[config.mk]
export PLATFORM = sky130hd
export DESIGN_NAME = ppu_background
export DESIGN_NICKNAME = d
export VERILOG_FILES = /design/src/ppu_bg_pkg.sv /design/src/ppu_background.sv /design/src/ppu_bg_addr_gen.sv /design/src/ppu_bg_fetch_fsm.sv /design/src/ppu_bg_pixel_shifter.sv /design/src/ppu_bg_scan_counter.sv
export VERILOG_INCLUDE_DIRS = /design/src /design/src/src
export SDC_FILE = /design/constraint.sdc
export NUM_CORES = 1
export LEC_CHECK = 0
export BUFFER_PORTS_ARGS = -buffer_cell sky130_fd_sc_hd__buf_2
export CORE_MARGIN = 4
export CORE_UTILIZATION = 52
export DETAILED_ROUTE_END_ITERATION = 10
export GPL_TIMING_DRIVEN = 1
export HOLD_SLACK_MARGIN = 0.03
export PLACE_DENSITY_LB_ADDON = 0.1
export RECOVER_POWER = 25
export SYNTH_ARGS = -nofsm -noshare
export SYNTH_HDL_FRONTEND = slang
export SYNTH_SLANG_ARGS = --single-unit
[constraint.sdc]
create_clock -name clk -period 4.8 [get_ports clk]
set_input_delay 0.24 -clock clk [delete_from_list [all_inputs] [get_ports clk]]
set_output_delay 0.24 -clock clk [all_outputs]
set_load 0.03 [all_outputs]
[src/ppu_bg_settings.svh]
`ifndef PPU_BG_SETTINGS_SVH
`define PPU_BG_SETTINGS_SVH

// Beam, scroll and background coordinate width
`define BG_W_COORD 10
// Width of the log2 layer size fields
`define BG_W_LOG_COORD 4

// Memory bus
`define BG_W_ADDR 32
`define BG_W_DATA 32

// Output pixel stream and tilemap entry
`define BG_W_OUTDATA 15
`define BG_W_TILENUM 8

`endif

[src/ppu_bg_pkg.sv]
package ppu_bg_pkg;

	// Fetch sequencer states
	typedef enum logic [2:0] {
		ST_IDLE,
		ST_TILE_REQ,
		ST_PIX_REQ,
		ST_EMIT,
		ST_DRAIN
	} fetch_state_t;

	// Pixel formats, encoded as log2 of the bits per pixel
	typedef enum logic [2:0] {
		PM_PAL1   = 3'd0,
		PM_PAL2   = 3'd1,
		PM_PAL4   = 3'd2,
		PM_PAL8   = 3'd3,
		PM_ARGB16 = 3'd4
	} pixel_mode_t;

endpackage

[src/ppu_background.sv]
`include "ppu_bg_settings.svh"

module ppu_background (
	input  logic                         clk,
	input  logic                         rst_n,
	input  logic                         flush,
	input  logic [`BG_W_COORD-1:0]       beam_x,
	input  logic [`BG_W_COORD-1:0]       beam_y,
	output logic                         bus_vld,
	output logic [`BG_W_ADDR-1:0]        bus_addr,
	output logic [1:0]                   bus_size,
	input  logic                         bus_rdy,
	input  logic [`BG_W_DATA-1:0]        bus_data,
	input  logic [`BG_W_COORD-1:0]       cfg_scroll_x,
	input  logic [`BG_W_COORD-1:0]       cfg_scroll_y,
	input  logic [`BG_W_LOG_COORD-1:0]   cfg_log_w,
	input  logic [`BG_W_LOG_COORD-1:0]   cfg_log_h,
	input  logic [`BG_W_ADDR-1:0]        cfg_tileset_base,
	input  logic [`BG_W_ADDR-1:0]        cfg_tilemap_base,
	input  logic                         cfg_tile_size,
	input  ppu_bg_pkg::pixel_mode_t      cfg_pixel_mode,
	input  logic                         cfg_transparency,
	output logic                         out_vld,
	input  logic                         out_rdy,
	output logic [`BG_W_OUTDATA-1:0]     out_pixdata,
	output logic                         out_alpha,
	output logic                         out_paletted
);

	logic [`BG_W_COORD-1:0] u;
	logic [`BG_W_COORD-1:0] v;
	logic                   next_tile_edge;
	logic                   next_word_edge;
	logic                   pix_step;
	logic                   tile_phase;
	logic                   tile_load;
	logic                   word_load;
	logic                   addr_hold;

	// --------------------------------------------------
	// Position and fetch control

	ppu_bg_scan_counter i_scan_counter (
		.clk(clk), .rst_n(rst_n), .flush(flush), .pix_step(pix_step),
		.beam_x(beam_x), .beam_y(beam_y),
		.cfg_scroll_x(cfg_scroll_x), .cfg_scroll_y(cfg_scroll_y),
		.cfg_log_w(cfg_log_w), .cfg_log_h(cfg_log_h),
		.cfg_tile_size(cfg_tile_size), .cfg_pixel_mode(cfg_pixel_mode),
		.u(u), .v(v), .next_tile_edge(next_tile_edge), .next_word_edge(next_word_edge)
	);

	ppu_bg_fetch_fsm i_fetch_fsm (
		.clk(clk), .rst_n(rst_n), .flush(flush), .bus_rdy(bus_rdy), .out_rdy(out_rdy),
		.next_tile_edge(next_tile_edge), .next_word_edge(next_word_edge),
		.bus_vld(bus_vld), .tile_phase(tile_phase), .tile_load(tile_load),
		.word_load(word_load), .out_vld(out_vld), .pix_step(pix_step),
		.addr_hold(addr_hold)
	);

	// --------------------------------------------------
	// Datapath

	ppu_bg_addr_gen i_addr_gen (
		.clk(clk), .rst_n(rst_n), .tile_load(tile_load), .tile_phase(tile_phase),
		.addr_hold(addr_hold), .bus_data(bus_data), .u(u), .v(v),
		.cfg_log_w(cfg_log_w), .cfg_tile_size(cfg_tile_size),
		.cfg_pixel_mode(cfg_pixel_mode), .cfg_tileset_base(cfg_tileset_base),
		.cfg_tilemap_base(cfg_tilemap_base), .bus_addr(bus_addr), .bus_size(bus_size)
	);

	ppu_bg_pixel_shifter i_pixel_shifter (
		.clk(clk), .rst_n(rst_n), .word_load(word_load), .bus_data(bus_data),
		.u(u), .v(v), .cfg_tile_size(cfg_tile_size), .cfg_pixel_mode(cfg_pixel_mode),
		.cfg_transparency(cfg_transparency), .out_pixdata(out_pixdata),
		.out_alpha(out_alpha), .out_paletted(out_paletted)
	);

endmodule

[src/ppu_bg_addr_gen.sv]
`include "ppu_bg_settings.svh"

module ppu_bg_addr_gen (
	input  logic                         clk,
	input  logic                         rst_n,
	input  logic                         tile_load,
	input  logic                         tile_phase,
	input  logic                         addr_hold,
	input  logic [`BG_W_DATA-1:0]        bus_data,
	input  logic [`BG_W_COORD-1:0]       u,
	input  logic [`BG_W_COORD-1:0]       v,
	input  logic [`BG_W_LOG_COORD-1:0]   cfg_log_w,
	input  logic                         cfg_tile_size,
	input  ppu_bg_pkg::pixel_mode_t      cfg_pixel_mode,
	input  logic [`BG_W_ADDR-1:0]        cfg_tileset_base,
	input  logic [`BG_W_ADDR-1:0]        cfg_tilemap_base,
	output logic [`BG_W_ADDR-1:0]        bus_addr,
	output logic [1:0]                   bus_size
);

	logic [`BG_W_TILENUM-1:0] tile_num;
	logic [`BG_W_ADDR-1:0]    addr_q;
	logic [1:0]               size_q;
	logic [`BG_W_ADDR-1:0]    u_ext;
	logic [`BG_W_ADDR-1:0]    v_ext;
	logic [`BG_W_ADDR-1:0]    map_row;
	logic [`BG_W_ADDR-1:0]    map_col;
	logic [`BG_W_ADDR-1:0]    pix_idx;
	logic [`BG_W_ADDR-1:0]    bit_addr;
	logic [`BG_W_ADDR-1:0]    set_addr;

	assign u_ext = {{(`BG_W_ADDR-`BG_W_COORD){1'b0}}, u};
	assign v_ext = {{(`BG_W_ADDR-`BG_W_COORD){1'b0}}, v};

	// --------------------------------------------------
	// Tilemap entry: one byte per tile, 2^log_w/T entries per row
	assign map_col = cfg_tile_size ? (u_ext >> 4) : (u_ext >> 3);
	assign map_row = cfg_tile_size ? (((v_ext >> 4) << cfg_log_w) >> 4) :
		(((v_ext >> 3) << cfg_log_w) >> 3);

	// --------------------------------------------------
	// Tileset word: tiles packed back to back, rows of T pixels each
	assign pix_idx = cfg_tile_size ?
		{{(`BG_W_ADDR-`BG_W_TILENUM-8){1'b0}}, tile_num, v[3:0], u[3:0]} :
		{{(`BG_W_ADDR-`BG_W_TILENUM-6){1'b0}}, tile_num, v[2:0], u[2:0]};
	assign bit_addr = pix_idx << cfg_pixel_mode;
	// Bit address to an aligned byte address of the enclosing word
	assign set_addr = cfg_tileset_base + {3'b000, bit_addr[`BG_W_ADDR-1:5], 2'b00};

	// During a drain the stale request must keep its address and size
	assign bus_addr = addr_hold ? addr_q :
		(tile_phase ? cfg_tilemap_base + map_row + map_col : set_addr);
	assign bus_size = addr_hold ? size_q : (tile_phase ? 2'd0 : 2'd2);

	always_ff @(posedge clk or negedge rst_n) begin
		if (!rst_n) begin
			tile_num <= '0;
			addr_q <= '0;
			size_q <= 2'd0;
		end else begin
			addr_q <= bus_addr;
			size_q <= bus_size;
			if (tile_load)
				tile_num <= bus_data[`BG_W_TILENUM-1:0];
		end
	end

endmodule

[src/ppu_bg_fetch_fsm.sv]
module ppu_bg_fetch_fsm (
	input  logic clk,
	input  logic rst_n,
	input  logic flush,
	input  logic bus_rdy,
	input  logic out_rdy,
	input  logic next_tile_edge,
	input  logic next_word_edge,
	output logic bus_vld,
	output logic tile_phase,
	output logic tile_load,
	output logic word_load,
	output logic out_vld,
	output logic pix_step,
	output logic addr_hold
);

	ppu_bg_pkg::fetch_state_t state;
	ppu_bg_pkg::fetch_state_t state_next;

	// --------------------------------------------------
	// Moore outputs

	// A request stays up through a drain until the memory answers
	assign bus_vld = (state == ppu_bg_pkg::ST_TILE_REQ) ||
		(state == ppu_bg_pkg::ST_PIX_REQ) ||
		(state == ppu_bg_pkg::ST_DRAIN);
	assign tile_phase = (state == ppu_bg_pkg::ST_TILE_REQ);
	assign addr_hold = (state == ppu_bg_pkg::ST_DRAIN);
	assign out_vld = (state == ppu_bg_pkg::ST_EMIT);
	assign pix_step = out_vld && out_rdy;

	// Data that arrives together with a flush belongs to the old position
	assign tile_load = (state == ppu_bg_pkg::ST_TILE_REQ) && bus_rdy && !flush;
	assign word_load = (state == ppu_bg_pkg::ST_PIX_REQ) && bus_rdy && !flush;

	// --------------------------------------------------
	// Next state

	always_comb begin
		state_next = state;
		if (flush) begin
			// An unanswered request has to be completed and thrown away first
			if (bus_vld && !bus_rdy)
				state_next = ppu_bg_pkg::ST_DRAIN;
			else
				state_next = ppu_bg_pkg::ST_TILE_REQ;
		end else begin
			unique case (state)
				ppu_bg_pkg::ST_TILE_REQ: begin
					if (bus_rdy)
						state_next = ppu_bg_pkg::ST_PIX_REQ;
				end
				ppu_bg_pkg::ST_PIX_REQ: begin
					if (bus_rdy)
						state_next = ppu_bg_pkg::ST_EMIT;
				end
				ppu_bg_pkg::ST_EMIT: begin
					// Tile edge first, since a new tile also needs a new word
					if (out_rdy) begin
						if (next_tile_edge)
							state_next = ppu_bg_pkg::ST_TILE_REQ;
						else if (next_word_edge)
							state_next = ppu_bg_pkg::ST_PIX_REQ;
					end
				end
				ppu_bg_pkg::ST_DRAIN: begin
					if (bus_rdy)
						state_next = ppu_bg_pkg::ST_TILE_REQ;
				end
				default: begin
					state_next = ppu_bg_pkg::ST_IDLE;
				end
			endcase
		end
	end

	always_ff @(posedge clk or negedge rst_n) begin
		if (!rst_n)
			state <= ppu_bg_pkg::ST_IDLE;
		else
			state <= state_next;
	end

endmodule

[src/ppu_bg_pixel_shifter.sv]
`include "ppu_bg_settings.svh"

module ppu_bg_pixel_shifter (
	input  logic                         clk,
	input  logic                         rst_n,
	input  logic                         word_load,
	input  logic [`BG_W_DATA-1:0]        bus_data,
	input  logic [`BG_W_COORD-1:0]       u,
	input  logic [`BG_W_COORD-1:0]       v,
	input  logic                         cfg_tile_size,
	input  ppu_bg_pkg::pixel_mode_t      cfg_pixel_mode,
	input  logic                         cfg_transparency,
	output logic [`BG_W_OUTDATA-1:0]     out_pixdata,
	output logic                         out_alpha,
	output logic                         out_paletted
);

	logic [`BG_W_DATA-1:0] pix_word;
	logic [7:0]            tile_offs;
	logic [4:0]            bit_offs;
	logic [`BG_W_DATA-1:0] shifted;
	logic [7:0]            pal_idx;

	always_ff @(posedge clk or negedge rst_n) begin
		if (!rst_n)
			pix_word <= '0;
		else if (word_load)
			pix_word <= bus_data;
	end

	// Small rows share a word, so the row inside the tile matters as well as u
	assign tile_offs = cfg_tile_size ? {v[3:0], u[3:0]} : {2'b00, v[2:0], u[2:0]};
	// Tiles start on word boundaries; only the low bits of the offset count
	assign bit_offs = tile_offs[4:0] << cfg_pixel_mode;
	assign shifted = pix_word >> bit_offs;

	// --------------------------------------------------
	// Pixel select and format

	always_comb begin
		unique case (cfg_pixel_mode)
			ppu_bg_pkg::PM_PAL1: pal_idx = {7'h00, shifted[0]};
			ppu_bg_pkg::PM_PAL2: pal_idx = {6'h00, shifted[1:0]};
			ppu_bg_pkg::PM_PAL4: pal_idx = {4'h0, shifted[3:0]};
			default:             pal_idx = shifted[7:0];
		endcase
	end

	always_comb begin
		if (cfg_pixel_mode == ppu_bg_pkg::PM_ARGB16) begin
			// Direct colour carries its own alpha in the top bit
			out_pixdata = shifted[14:0];
			out_alpha = shifted[15];
			out_paletted = 1'b0;
		end else begin
			out_pixdata = {{(`BG_W_OUTDATA-8){1'b0}}, pal_idx};
			out_alpha = !(cfg_transparency && (pal_idx == 8'h00));
			out_paletted = 1'b1;
		end
	end

endmodule

[src/ppu_bg_scan_counter.sv]
`include "ppu_bg_settings.svh"

module ppu_bg_scan_counter (
	input  logic                         clk,
	input  logic                         rst_n,
	input  logic                         flush,
	input  logic                         pix_step,
	input  logic [`BG_W_COORD-1:0]       beam_x,
	input  logic [`BG_W_COORD-1:0]       beam_y,
	input  logic [`BG_W_COORD-1:0]       cfg_scroll_x,
	input  logic [`BG_W_COORD-1:0]       cfg_scroll_y,
	input  logic [`BG_W_LOG_COORD-1:0]   cfg_log_w,
	input  logic [`BG_W_LOG_COORD-1:0]   cfg_log_h,
	input  logic                         cfg_tile_size,
	input  ppu_bg_pkg::pixel_mode_t      cfg_pixel_mode,
	output logic [`BG_W_COORD-1:0]       u,
	output logic [`BG_W_COORD-1:0]       v,
	output logic                         next_tile_edge,
	output logic                         next_word_edge
);

	// Layer size masks, all ones once the log size reaches the coordinate width
	logic [`BG_W_COORD-1:0] w_mask;
	logic [`BG_W_COORD-1:0] h_mask;
	logic [`BG_W_COORD-1:0] u_next;
	logic [4:0]             next_bit_offs;

	assign w_mask = ~({`BG_W_COORD{1'b1}} << cfg_log_w);
	assign h_mask = ~({`BG_W_COORD{1'b1}} << cfg_log_h);
	assign u_next = (u + 1'b1) & w_mask;

	// A wrap of u lands on zero, so the low tile bits cover that case too
	assign next_tile_edge = cfg_tile_size ? (u_next[3:0] == 4'h0) : (u_next[2:0] == 3'h0);

	// Only the low five bits of u*b decide the bit position inside a word
	assign next_bit_offs = u_next[4:0] << cfg_pixel_mode;
	assign next_word_edge = (next_bit_offs == 5'h0);

	// Flush takes priority over a pixel step in the same cycle
	always_ff @(posedge clk or negedge rst_n) begin
		if (!rst_n) begin
			u <= '0;
			v <= '0;
		end else if (flush) begin
			u <= (beam_x + cfg_scroll_x) & w_mask;
			v <= (beam_y + cfg_scroll_y) & h_mask;
		end else if (pix_step) begin
			u <= u_next;
		end
	end

endmodule

# Word level (Yosys, flattened, before mapping)
# Index checks and enable logic that the tools add are counted.
# op_classes
n_addsub	6
eq_ne	12
shift	8
mux	24
bitwise	5
reduce_logical	19
# ops
cell	count
32-bit adder	2
32-bit two-way mux	2
32-bit by 29-bit adder with 32-bit output	1
32-bit by 3-bit << shifter with 32-bit output	1
6-bit by 4-bit << shifter with 32-bit output	1
7-bit by 4-bit << shifter with 32-bit output	1
32-bit by 5-bit right shift with 16-bit output	1
10-bit bitwise AND	3
29-bit two-way mux	1
3-bit two-way mux	8
8-bit one-hot mux with 3 select lines	1
10-bit adder	2
10-bit two-way mux	2
10-bit inverter	2
10-bit by 4-bit << shifter with 10-bit output (first input constant)	2
16-bit two-way mux	1
15-bit two-way mux	1
3-bit != test (second input constant)	4
3-bit one-hot mux with 4 select lines	1
10-bit by 1-bit adder with 10-bit output (second input constant)	1
5-bit by 3-bit << shifter with 5-bit output	2
3-bit by 2-bit == test with 1-bit output (second input constant)	3
8-bit zero test	1
1-bit logical AND	7
14 further kinds	23
# word_totals
ff_bits	97
in_bits	154
output_inout_bits	53
elab_cells	81

# Longest topological paths before layout
# Gate-level depths: netlist (run 1).
# logic_depth
ltp_word	10
depth_mapped	22
depth_no_buf	21

# Modules after synthesis
# Synthesis (run 1) repeated with hierarchy kept, for this count alone.
# hier_totals
cells_unflattened	1378
hier_area_um2	11138.2
# by_module_without_submodules
module	n_inst	cells_each	area_per_inst_um2	seq_area_each_um2
ppu_bg_addr_gen	1	723	5667.9	1051.0
ppu_bg_pixel_shifter	1	385	3169.3	800.8
ppu_bg_scan_counter	1	239	2033.2	500.5
ppu_bg_fetch_fsm	1	31	267.8	75.1

# Worst setup path before layout (run 1)
# Ideal clock, no wire load.
# synth_timing
path_kind	input to output
from	input port cfg_tile_size
to	output port bus_addr[31]
arrival_ns	4.982
required_ns	4.560
slack_ns	-0.422
cell_stages	18
n_path_buf	4
path_cell_list	buf_2 -> buf_1 -> clkbuf_1 -> clkbuf_1 -> mux2_2 -> fa_1 -> ha_1 -> inv_1 -> fa_1 -> nor2b_1 -> o21ai_0 -> a21oi_1 -> o221a_2 -> a211o_1 -> a21oi_1 -> nor3_1 -> xnor2_1 -> o21ai_0
# synth_via
elab_chain_len	5
elab_cells_between_ends	9
classes_between	add/sub (3); shift (1); mux (5)
# synth_rtl
item	line	rtl
from (decl)	ppu_background.sv:20	input logic cfg_tile_size,
29-bit two-way mux / 16-bit two-way mux (equally long branches)	ppu_bg_addr_gen.sv:38, ppu_bg_addr_gen.sv:43	
32-bit adder / 32-bit by 3-bit << shifter with 32-bit output (equally long branches)	ppu_bg_addr_gen.sv:52, ppu_bg_addr_gen.sv:46	
32-bit adder / 32-bit by 29-bit adder with 32-bit output (equally long branches)	ppu_bg_addr_gen.sv:52, ppu_bg_addr_gen.sv:48	
32-bit two-way mux *	ppu_bg_addr_gen.sv:52	(tile_phase ? cfg_tilemap_base + map_row + map_col : set_addr);
32-bit two-way mux *	ppu_bg_addr_gen.sv:51	assign bus_addr = addr_hold ? addr_q :
to (decl)	ppu_background.sv:10	output logic [`BG_W_ADDR-1:0] bus_addr,
# Every way passes the cells marked *; elsewhere a longest branch is shown, timed or not.

# Worst setup path after layout (run 1)
# layout_timing
from	register i_scan_counter.v[6]
to	output port bus_addr[19]
# layout_via
elab_chain_len	6
elab_cells_between_ends	7
classes_between	add/sub (2); shift (2); mux (3)
# layout_rtl
item	line	rtl
from (decl)	ppu_bg_scan_counter.sv:17	output logic [`BG_W_COORD-1:0] v,
from (signal assigned)	ppu_bg_scan_counter.sv:46	v <= (beam_y + cfg_scroll_y) & h_mask;
7-bit by 4-bit << shifter with 32-bit output / 6-bit by 4-bit << shifter with 32-bit output (equally long branches)	ppu_bg_addr_gen.sv:39, ppu_bg_addr_gen.sv:38	
29-bit two-way mux *	ppu_bg_addr_gen.sv:38	assign map_row = cfg_tile_size ? (((v_ext >> 4) << cfg_log_w) >> 4) :
32-bit adder * (2 in series)	ppu_bg_addr_gen.sv:52	
32-bit two-way mux *	ppu_bg_addr_gen.sv:52	
32-bit two-way mux *	ppu_bg_addr_gen.sv:51	
# Marks and branches as above.

==> summary.md, run 1 <==
| Metric | Value |
|---|---|
| Final HPWL DP | `25,200 um` |
| Required @ worst endpoint | `4.56 ns` |
| CP max FO | `4` |
| Leakage | `6.05 nW` |
| Max Clk Rate | `197 MHz` |
| Cells after Synth | `1,351` |
| Most used flip-flop cell after synthesis | `dfrtp_1` |
| Number of max-cap violations | `1` |
| Non-filler cells, final | `1,844` |
| GRT overflow | `0` |
| Setup violators final | `15` |
| DRC | `0` |
| Fin Setup TNS | `-1.83 ns` |
| Max incr delay on CP | `0.42 ns` |
| Mapped Nets | `1,584` |
| Number of global-route vias before repair | `10,205` |
| ANT nets after route | `0` |
| Critical path class | `reg -> out` |
| Clock Skew | `0.0145 ns` |
| Worst Hold Class | `in -> reg` |
| FILL cells | `1,711` |
| Avg Synthesized Cell Area | `7.85 um^2` |
| CP top delay family | `compound AO/OA/AOI/OAI gates` |
| Total CTS buffers | `9` |
| Post-synth ARST share | `1.00` |
| Global-route wire length before repair | `51,600 um` |
| Seq/Total Area, Yosys | `0.229` |
| Clk_lat worst skew | `0.36 ns` |
| N_diodes | `0` |
| Placed insts | `1,800` |
| Clock Path Buffers | `2` |
| Vias per cell | `5.98` |
| Number of I/O port buffers | `206` |
| Layout cells sized above 1 | `0.301` |
| Root Driver | `clkbuf_16` |
| CTS Sinks | `97` |
| Max VDD drop | `0.231 mV` |
| GRT Util Overall | `0.282` |
| Final slew viol count | `45` |
| Yosys cell types | `78` |
| Synthesis Warnings | `0` |
| Max-slew headroom | `-0.734` |
| Synth-to-Final Area Change | `24.5%` |
| Pin count of the biggest net entering global routing | `55` |
| Initial DRT Pass Iterations | `6` |
| I/O pin cnt | `207` |
| Nets@finish | `1,808` |
| Core area | `19,800 um^2` |
| Mean routed wirelength per cell | `18.1 um` |
| WL final | `33,500 um` |
| Max H-tree Level | `3` |
| CTS tree | `built` |
| Least-Margin Pin Slew | `2.60 ns` |
| CP Buf/Inv Count | `3` |
| Initial Util | `0.536` |
| Die ar. | `22,700 um^2` |
| Final critical-path required period | `5.07 ns` |
| Vias post-DR | `11,027` |
| DRT iter0 DRCs | `807` |
| Core Rows | `51` |
| PnR worst setup slack | `-0.275 ns` |
| RSZ-0062 raised after global routing | `yes` |
| Die height | `151 um` |
| Outcome | `complete, but fails checks` |
| EDFF count, synth | `0` |
| Post-placement setup slack | `-0.0609 ns` |
| Final hold vios | `0` |
| Clock Pin Slew Worst Setup and Hold Paths | `0.07 ns` |
| Cell area after synthesis | `10,600 um^2` |
| Critical path startpoint category | `flop` |
| Worst path cell trace | `mux2i_2 > buf_4 > buf_4 > nor2_4 > a31oi_4 > a21o_1 > a21oi_2 > nor2b_2 > fa_1 > ha_1 > nor2b_2 > o21ai_2 > a21oi_2 > o221a_2 > a211o_1 > and3_4 > o21a_1 > o311a_1 > a221o_1 > buf_6` |
| Die width | `151 um` |
| Endpoint class of the critical path | `primary output` |
| Fin util | `0.668` |
| PD cells | `462 nW/um^2` |
| #FFs+latches synth | `97` |
| Initial antenna violation count | `0` |
| RePlAce Congestion | `0.965` |
| Violations in the final reports | `max-capacitance violations, max-slew violations, negative setup slack` |
| Critical Path AT | `4.83 ns` |
| Tcrit/Tclk final | `1.06` |
| Cell at the slowest stage of the critical path | `dfrtp_1` |
-- registers in the layout, summed over array words and instances, names as in the netlist --
signal and count:
i_fetch_fsm.state 3, i_scan_counter.v 10, i_addr_gen.addr_q 32, i_addr_gen.size_q 2, i_scan_counter.u 10, i_pixel_shifter.pix_word 32, i_addr_gen.tile_num 8
-- through the flow --
stage | area [um^2] | power [mW] | hold WS (ns)
floorplan | 10600 | 3.93 | -0.0556
CTS | 12700 | 5.88 | 0.0860
global route | 13200 | 6.53 | 0.0999
finish | 13200 | 6.10 | 0.103
detailed placement | 12100 | 4.98 | 0.280
global placement | 12100 | 4.93 | 0.278
-- placed cells by master, fill, tap and decap left out, types with 12 or more instances in the layout --
| cell | Yosys | final |
|---|---|---|
| nand2_1 | 180 | 179 |
| a211oi_1 | 20 | 14 |
| nand2b_1 | 18 | 18 |
| inv_1 | 35 | 34 |
| ha_1 | 68 | 61 |
| dfrtp_1 | 97 | 97 |
| a31oi_1 | 24 | 20 |
| mux2i_1 | 49 | 45 |
| o22ai_1 | 13 | 13 |
| xnor2_1 | 38 | 34 |
| xor2_1 | 20 | 20 |
| a21o_1 | 29 | 29 |
| buf_4 | 1 | 93 |
| nor3_1 | 27 | 22 |
| nand3_1 | 45 | 45 |
| and3_1 | 24 | 23 |
| buf_6 | 2 | 14 |
| a21oi_2 | 1 | 18 |
| o21a_1 | 12 | 12 |
| and2_1 | 17 | 16 |
| a21oi_1 | 117 | 95 |
| o21ai_0 | 93 | 80 |
| mux2_2 | 56 | 55 |
| nor2_1 | 100 | 92 |
| o211ai_1 | 12 | 12 |
| nor2b_1 | 26 | 20 |
| buf_2 | 13 | 181 |
-- power by group --
part	total [mW]	switching (mW)	internal (mW)
Sequential	1.46	0.308	1.16
Combinational	3.91	2.30	1.61
Clock	0.720	0.363	0.357
Total	6.10	2.98	3.12
-- worst paths after layout --
kind	slack, ns	startpoint	end	depth (start not counted)
max	-0.27	i_scan_counter.v[6]	bus_addr[19]	20
min	0.10	bus_rdy	i_fetch_fsm.state[2]	2
max reg2reg	0.23	i_scan_counter.v[6]	i_addr_gen.addr_q[21]	24
min reg2reg	0.48	i_addr_gen.size_q[0]	i_addr_gen.size_q[0]	1
max in group asynchronous	1.11	rst_n	i_addr_gen.addr_q[6]	3
min in group asynchronous	1.22	rst_n	i_pixel_shifter.pix_word[28]	2
-- area by class of cell --
cell class / instances / area, um^2 / share of cell area
Multi-Input combinational cell: 1134 / 8210 / 0.622
Sequential cell: 97 / 2430 / 0.184
Timing Repair Buffer: 298 / 1830 / 0.138
Tap cell: 265 / 332 / 0.0251
Clock buffer: 9 / 225 / 0.0171
Inverter: 35 / 131 / 0.00995
Clock inverter: 6 / 50.0 / 0.00379
-- synth_stat cells, drive strengths merged, types with 13 or more instances --
master	instances	area, um^2
a211oi	20	150
xnor2	38	333
mux2	57	642
and2	17	106
and3	25	161
nand2	181	682
nor2b	26	163
nor3	28	151
a31oi	24	150
ha	68	851
dfrtp	97	2430
clkbuf	56	210
o22ai	13	81.3
mux2i	50	504
inv	35	131
nand3	45	225
nor2	101	382
nand2b	18	113
o21ai	96	480
xor2	20	175
a21o	29	218
buf	29	144
a21oi	118	594
-- logic make-up after synthesis --
group,after synthesis,share of synthesized area
xor gates and xnor gates,58,0.0479
AOI/OAI and AO/OA,401,0.240
buffers and inverters,120,0.0458
DFF,97,0.229
and+or+nand+nor,484,0.218
muxes,112,0.119
adders and majority gates,79,0.101
-- worst register-to-register path, delay by kind of cell (launching register included) --
family          cells  cell delay [ns]
compound gates      9             1.61
fa+ha+maj           2             0.72
buf+inv             7             0.91
flops               1             0.42
mux                 1             0.23
simple gates        5             0.58
-- per-layer routing --
layer / share of wire / global-route usage / wire length (um) / vias to the layer above
met1: 0.42 / 0.368 / 14000 / 5181
met3: 0.063 / 0.0350 / 2100 / 66
li1: - / - / - / 5365
met5: 0 / 0 / 0 / -
met4: 0.029 / 0.0902 / 985 / 0
met2: 0.49 / 0.486 / 16400 / 415
-- timing repair --
action,CTS,global route
resized for setup,48,104
hold endpoints to repair,43,0
hold buffers,1,0
pin swaps,25,52
setup endpoints to repair,18,26
setup buffers,15,15
(Power assumes the default switching activity.)
==> run 2, diff against run 1 <==
--- a/config.mk
+++ b/config.mk
@@ -6,6 +6,7 @@
 export SDC_FILE = /design/constraint.sdc
 export NUM_CORES = 1
 export LEC_CHECK = 0
+export ABC_AREA = 1
 export BUFFER_PORTS_ARGS = -buffer_cell sky130_fd_sc_hd__buf_2
 export CORE_MARGIN = 4
 export CORE_UTILIZATION = 52
==> summary.md, run 2 <==
| Metric | Value |
|---|---|
| Most frequent cells in the layout | `nand2_1 (541), nand3_1 (291), buf_2 (203)` |
| Initial DRT Pass Iterations | `6` |
| Critical path startpoint category | `flop` |
| DRC | `0` |
| FILL cells | `2,167` |
| Vias post-DR | `13,120` |
| Clk_lat worst skew | `0.37 ns` |
| Layout cells sized above 1 | `0.128` |
| Synth area leaders | `dfrtp_1 (22%), nand2_1 (18%), nand3_1 (13%), ha_1 (7.6%), o21ai_0 (7.0%)` |
| EDFF count, synth | `0` |
| RePlAce Congestion | `0.996` |
| Final slew viol count | `45` |
| Final HPWL DP | `29,200 um` |
| Mean routed wirelength per cell | `16.1 um` |
| Post-placement setup slack | `0.510 ns` |
| Max-slew headroom | `-0.649` |
| Critical path class | `reg -> out` |
| RSZ-0062 raised after global routing | `no` |
| Die height | `155 um` |
| CTS tree | `built` |
| CP max FO | `5` |
| DRT iter0 DRCs | `1,278` |
| Area leader, netlist | `dfrtp_1` |
| Fin util | `0.599` |
| Required @ worst endpoint | `4.56 ns` |
| Nets@finish | `2,261` |
| CP top delay family | `simple AND/OR/NAND/NOR gates` |
| Number of global-route vias before repair | `11,805` |
| Max H-tree Level | `3` |
| Endpoint class of the critical path | `primary output` |
| Critical Path AT | `4.29 ns` |
| Simple-Gate Fraction of Synth Area | `0.403` |
| Total CTS buffers | `9` |
| Initial Util | `0.530` |
| Core area | `21,100 um^2` |
| Cell at the slowest stage of the critical path | `ha_1` |
| PnR worst setup slack | `0.269 ns` |
| Mux share of post-synthesis cell area | `0.00201` |
| Mapped Nets | `2,109` |
| Cell area after synthesis | `11,200 um^2` |
| Clock Path Buffers | `2` |
| Multi-input logic area | `7710 um^2` |
| Tcrit/Tclk final | `0.944` |
| PD cells | `452 nW/um^2` |
| Placed insts | `2,291` |
| Number of max-cap violations | `1` |
| Final hold vios | `0` |
| Design Power | `5.71 mW` |
| Number of I/O port buffers | `206` |
| Largest regs | `i_addr_gen.addr_q x32, i_pixel_shifter.pix_word x32` |
| Yosys cell types | `48` |
| Seq/Total Area, Yosys | `0.217` |
| Max VDD drop | `0.291 mV` |
| I/O pin cnt | `207` |
| Synthesized-area fraction occupied by xor and xnor cells | `0.0212` |
| Synth top cells by count | `nand2_1 (542), nand3_1 (292), inv_1 (189)` |
| Commonest non-fill, non-tap cell in the layout | `nand2_1` |
| Non-filler cells, final | `2,311` |
| Worst Hold Class | `in -> reg` |
| Max Clk Rate | `221 MHz` |
| ANT nets after route | `0` |
| Max incr delay on CP | `0.38 ns` |
| #FFs+latches synth | `97` |
| Final critical-path required period | `4.53 ns` |
| Register Area | `2430 um^2` |
| Clock Pin Slew Worst Setup and Hold Paths | `0.08 ns` |
| Initial antenna violation count | `3` |
| Core Rows | `53` |
| Cells after Synth | `1,876` |
| Clock Skew | `0.0178 ns` |
| Global-route wire length before repair | `59,200 um` |
| Outcome | `complete, but fails checks` |
| Violations in the final reports | `max-capacitance violations, max-slew violations` |
| Largest family of logic cells by synthesized area | `simple AND/OR/NAND/NOR gates` |
| Count leader, synth | `nand2_1` |
| Avg Synthesized Cell Area | `5.96 um^2` |
| GRT Util Overall | `0.302` |
| Fin Setup TNS | `0 ns` |
| Post-synthesis compound-gate area fraction | `0.165` |
| Most frequent CP cell | `nand2_1` |
| Synthesis Warnings | `0` |
| Most used flip-flop cell after synthesis | `dfrtp_1` |
| Post-synth ARST share | `1.00` |
| Root Driver | `clkbuf_16` |
| GRT overflow | `0` |
| Vias per cell | `5.68` |
| Setup violators final | `0` |
| Least-Margin Pin Slew | `2.47 ns` |
| Pin count of the biggest net entering global routing | `63` |
| CTS Sinks | `97` |
| CP Buf/Inv Count | `3` |
| Leakage | `6.73 nW` |
| Die ar. | `23,900 um^2` |
| Area share of fa/ha/maj cells after synthesis | `0.0958` |
| Yosys top cell area share | `0.217` |
| WL final | `37,200 um` |
| Worst path cell trace | `inv_1 > o21ai_0 > o21ai_1 > or2_2 > o21ai_0 > nand2_1 > nand3_1 > o21ai_0 > inv_1 > ha_1 > ha_1 > a21oi_1 > o21ai_0 > nand2_1 > nand2_1 > nand2_1 > nand3_1 > and3_1 > o21ai_0 > nand2_1 > nand2_1 > nand2_1 > buf_2` |
| Die width | `155 um` |
| Synth-to-Final Area Change | `13.0%` |
run 2: logic make-up after synthesis:
family / after synthesis
xor gates and xnor gates: 27
muxes: 2
AOI/OAI and AO/OA: 340
buffers and inverters: 272
and+or+nand+nor: 1059
DFF: 97
adders and majority gates: 79
run 2: worst paths after layout:
path,startpoint,end,slack [ns],depth (start not counted)
max reg2reg,i_scan_counter.v[7],i_addr_gen.addr_q[25],0.94,22
min in group asynchronous,rst_n,i_pixel_shifter.pix_word[26],1.16,2
min,bus_data[29],i_pixel_shifter.pix_word[29],0.11,2
min reg2reg,i_addr_gen.addr_q[8],i_addr_gen.addr_q[8],0.47,2
max in group asynchronous,rst_n,i_addr_gen.addr_q[0],1.12,3
max,i_scan_counter.v[7],bus_addr[25],0.27,23
run 2: where the power goes:
group	internal [mW]	switching, mW
Combinational	1.07	2.52
Sequential	1.15	0.180
Clock	0.413	0.377
run 2: layout make-up:
cell class,count,area share
multi-input cells,1507,0.610
well taps,275,0.0272
repair buffers,218,0.0881
flip-flops and latches,97,0.192
inverters,195,0.0579
diodes,3,0.000594
clock inverters,6,0.00594
clock buffers,10,0.0181
run 2: per-layer routing:
layer | track usage | part of all wire | wire length, um | up-vias
li1 | - | - | - | 6557
met1 | 0.418 | 0.43 | 16100 | 5961
met2 | 0.494 | 0.46 | 17200 | 532
met4 | 0.0841 | 0.023 | 850 | 4
met5 | 0 | 0.00056 | 21 | -
met3 | 0.0448 | 0.082 | 3060 | 66
run 2: per-stage QoR:
step                area, um^2  hold WS [ns]
floorplan                11200       -0.0556
global placement         12300         0.268
detailed placement       12300         0.272
CTS                      12600        0.0959
global route             12600         0.110
finish                   12600         0.107
run 2: repair_timing:
action / 4_1_cts / 5_1_grt
setup buffers: 0 / 0
hold buffers: 1 / 0
endpoints found under the hold margin: 43 / 0
setup endpoints to repair: 0 / 17
gates resized for setup: 0 / 10
==> run 3, diff against run 2 <==
--- a/config.mk
+++ b/config.mk
@@ -8,7 +8,7 @@
 export LEC_CHECK = 0
 export ABC_AREA = 1
 export BUFFER_PORTS_ARGS = -buffer_cell sky130_fd_sc_hd__buf_2
-export CORE_MARGIN = 4
+export CORE_MARGIN = 2
 export CORE_UTILIZATION = 52
 export DETAILED_ROUTE_END_ITERATION = 10
 export GPL_TIMING_DRIVEN = 1
==> summary.md, run 3 (synthesis gave the netlist of run 2 again) <==
| Metric | Value |
|---|---|
| Max Clk Rate | `221 MHz` |
| PD cells | `452 nW/um^2` |
| Fin util | `0.600` |
| DRC | `0` |
| Critical path class | `reg -> out` |
| Number of max-cap violations | `2` |
| Layout cells sized above 1 | `0.130` |
| Hold Path End | `i_pixel_shifter.pix_word[29]` |
| GRT overflow | `0` |
| Initial DRT Pass Iterations | `5` |
| Design Power | `5.72 mW` |
| Worst hold path depth | `2` |
| Clk_lat worst skew | `0.37 ns` |
| Largest regs | `i_addr_gen.addr_q x32, i_pixel_shifter.pix_word x32` |
| Synth-to-Final Area Change | `13.2%` |
| Worst Hold Class | `in -> reg` |
| Fin Setup TNS | `0 ns` |
| Total CTS buffers | `9` |
| Clock Path Buffers | `2` |
| Mean routed wirelength per cell | `16.3 um` |
| Die width | `151 um` |
| R2r setup slk | `0.94 ns` |
| RSZ-0062 raised after global routing | `no` |
| Critical path startpoint category | `flop` |
| GRT Util Overall | `0.327` |
| Reg2reg path depth | `19` |
| Vias post-DR | `13,058` |
| Vias per cell | `5.63` |
| Endpoint class of the critical path | `primary output` |
| Final HPWL DP | `30,200 um` |
| ANT nets after route | `0` |
| Outcome | `complete, but fails checks` |
| CTS tree | `built` |
| Start point of the worst hold path | `bus_data[29]` |
| Most frequent cells in the layout | `nand2_1 (540), nand3_1 (291), buf_2 (203)` |
| Required @ worst endpoint | `4.56 ns` |
| WL final | `37,800 um` |
| Leakage | `6.74 nW` |
| Crit Reg-Reg Startpoint | `i_scan_counter.v[5]` |
| Core area | `21,100 um^2` |
| Initial Util | `0.530` |
| Clock Pin Slew Worst Setup and Hold Paths | `0.08 ns` |
| Max-slew headroom | `-0.520` |
| Final hold vios | `0` |
| Root Driver | `clkbuf_16` |
| Pin count of the biggest net entering global routing | `63` |
| Nets@finish | `2,263` |
| Least-Margin Pin Slew | `2.28 ns` |
| FILL cells | `2,159` |
| CTS Sinks | `97` |
| Capturing point of the worst reg2reg path | `i_addr_gen.addr_q[25]` |
| Non-filler cells, final | `2,318` |
| Final Cell Area | `12,700 um^2` |
| Critical Path AT | `4.30 ns` |
| CP max FO | `5` |
| Die ar. | `22,700 um^2` |
| Tcrit/Tclk final | `0.945` |
| Die height | `151 um` |
| Core Rows | `53` |
| Placed insts | `2,293` |
| DRT iter0 DRCs | `1,034` |
| Setup violators final | `0` |
| Clock Skew | `0.0168 ns` |
| Number of global-route vias before repair | `11,901` |
| Max VDD drop | `0.299 mV` |
| Final critical-path required period | `4.54 ns` |
| Commonest non-fill, non-tap cell in the layout | `nand2_1` |
| I/O pin cnt | `207` |
| Max H-tree Level | `3` |
| Final slew viol count | `100` |
| Violations in the final reports | `max-capacitance violations, max-slew violations` |
| Initial antenna violation count | `7` |
| Area after DPL | `12,300 um^2` |
| Global-route wire length before repair | `59,000 um` |
| Post-CTS Setup Inserts | `0` |
| Number of I/O port buffers | `206` |
| RePlAce Congestion | `0.984` |
## run 3: changes by cell type in the layout (fill, tap and decap cells not counted), sizes merged
cell      delta
diode        +6
buf          +2
clkinv       -2
clkbuf       -1
clkinvlp     +1
inv          +1
## run 3: metal layers
layer	track usage	part of all wire	wire length [um]	vias up
met5	0	0.00034	13	-
met2	0.535	0.46	17500	478
li1	-	-	-	6573
met4	0.0958	0.023	865	2
met3	0.0461	0.064	2430	59
met1	0.449	0.45	17000	5946
## run 3: worst max-delay path by stage
stage | from | endpoint | slack, ns | cells past startpoint
finish | i_scan_counter.v[5] | bus_addr[25] | 0.26 | 20
global route | i_scan_counter.v[7] | bus_addr[31] | 0.02 | 26
CTS | i_scan_counter.v[5] | bus_addr[28] | 0.13 | 19
detailed placement | cfg_log_w[0] | bus_addr[17] | 0.38 | 23
global placement | cfg_log_w[0] | bus_addr[29] | 0.40 | 24
floorplan | cfg_log_w[0] | bus_addr[13] | 1.02 | 17
## run 3: what timing repair did
item                                    CTS  global route
hold buffers                              1             0
gates resized for setup                   0            13
endpoints found under the hold margin    38             0
endpoints found under the setup margin    0            22
## run 3: cell type report
cell class	count	area (um^2)	area share
flip-flops and latches	97	2430	0.192
repair buffers	220	1130	0.0891
multi-input cells	1507	7710	0.609
diodes	9	22.5	0.00178
clock buffers	9	225	0.0178
clock inverters	6	73.8	0.00583
inverters	195	732	0.0578
well taps	275	344	0.0272
## run 3: through the flow
step | worst slack [ns] | hold WS, ns
after floorplan | 1.02 | -0.0556
after global placement | 0.396 | 0.245
after detailed placement | 0.383 | 0.255
after CTS | 0.128 | 0.103
after global routing | 0.0154 | 0.114
final | 0.265 | 0.112
## run 3: worst max-delay path, cell delays in order, from the launching register on
cell and delay, ns:
dfrtp_1 0.32, inv_1 0.06, nand2_1 0.05, o21ai_0 0.10, or2_2 0.30, o21ai_0 0.08, inv_1 0.09, o21ai_0 0.23
a22o_1 0.21, fa_1 0.41, ha_1 0.38, a21oi_1 0.25, nand2_2 0.15, nand4_1 0.12, nand3_1 0.19, and3_1 0.21
o21ai_0 0.36, nand2_1 0.10, nand2_1 0.07, nand2_1 0.06, buf_2 0.18
## run 3: where the power goes
group,switching [mW],total (mW),internal (mW)
registers,0.181,1.33,1.15
clock network,0.362,0.772,0.410
logic,2.54,3.62,1.07
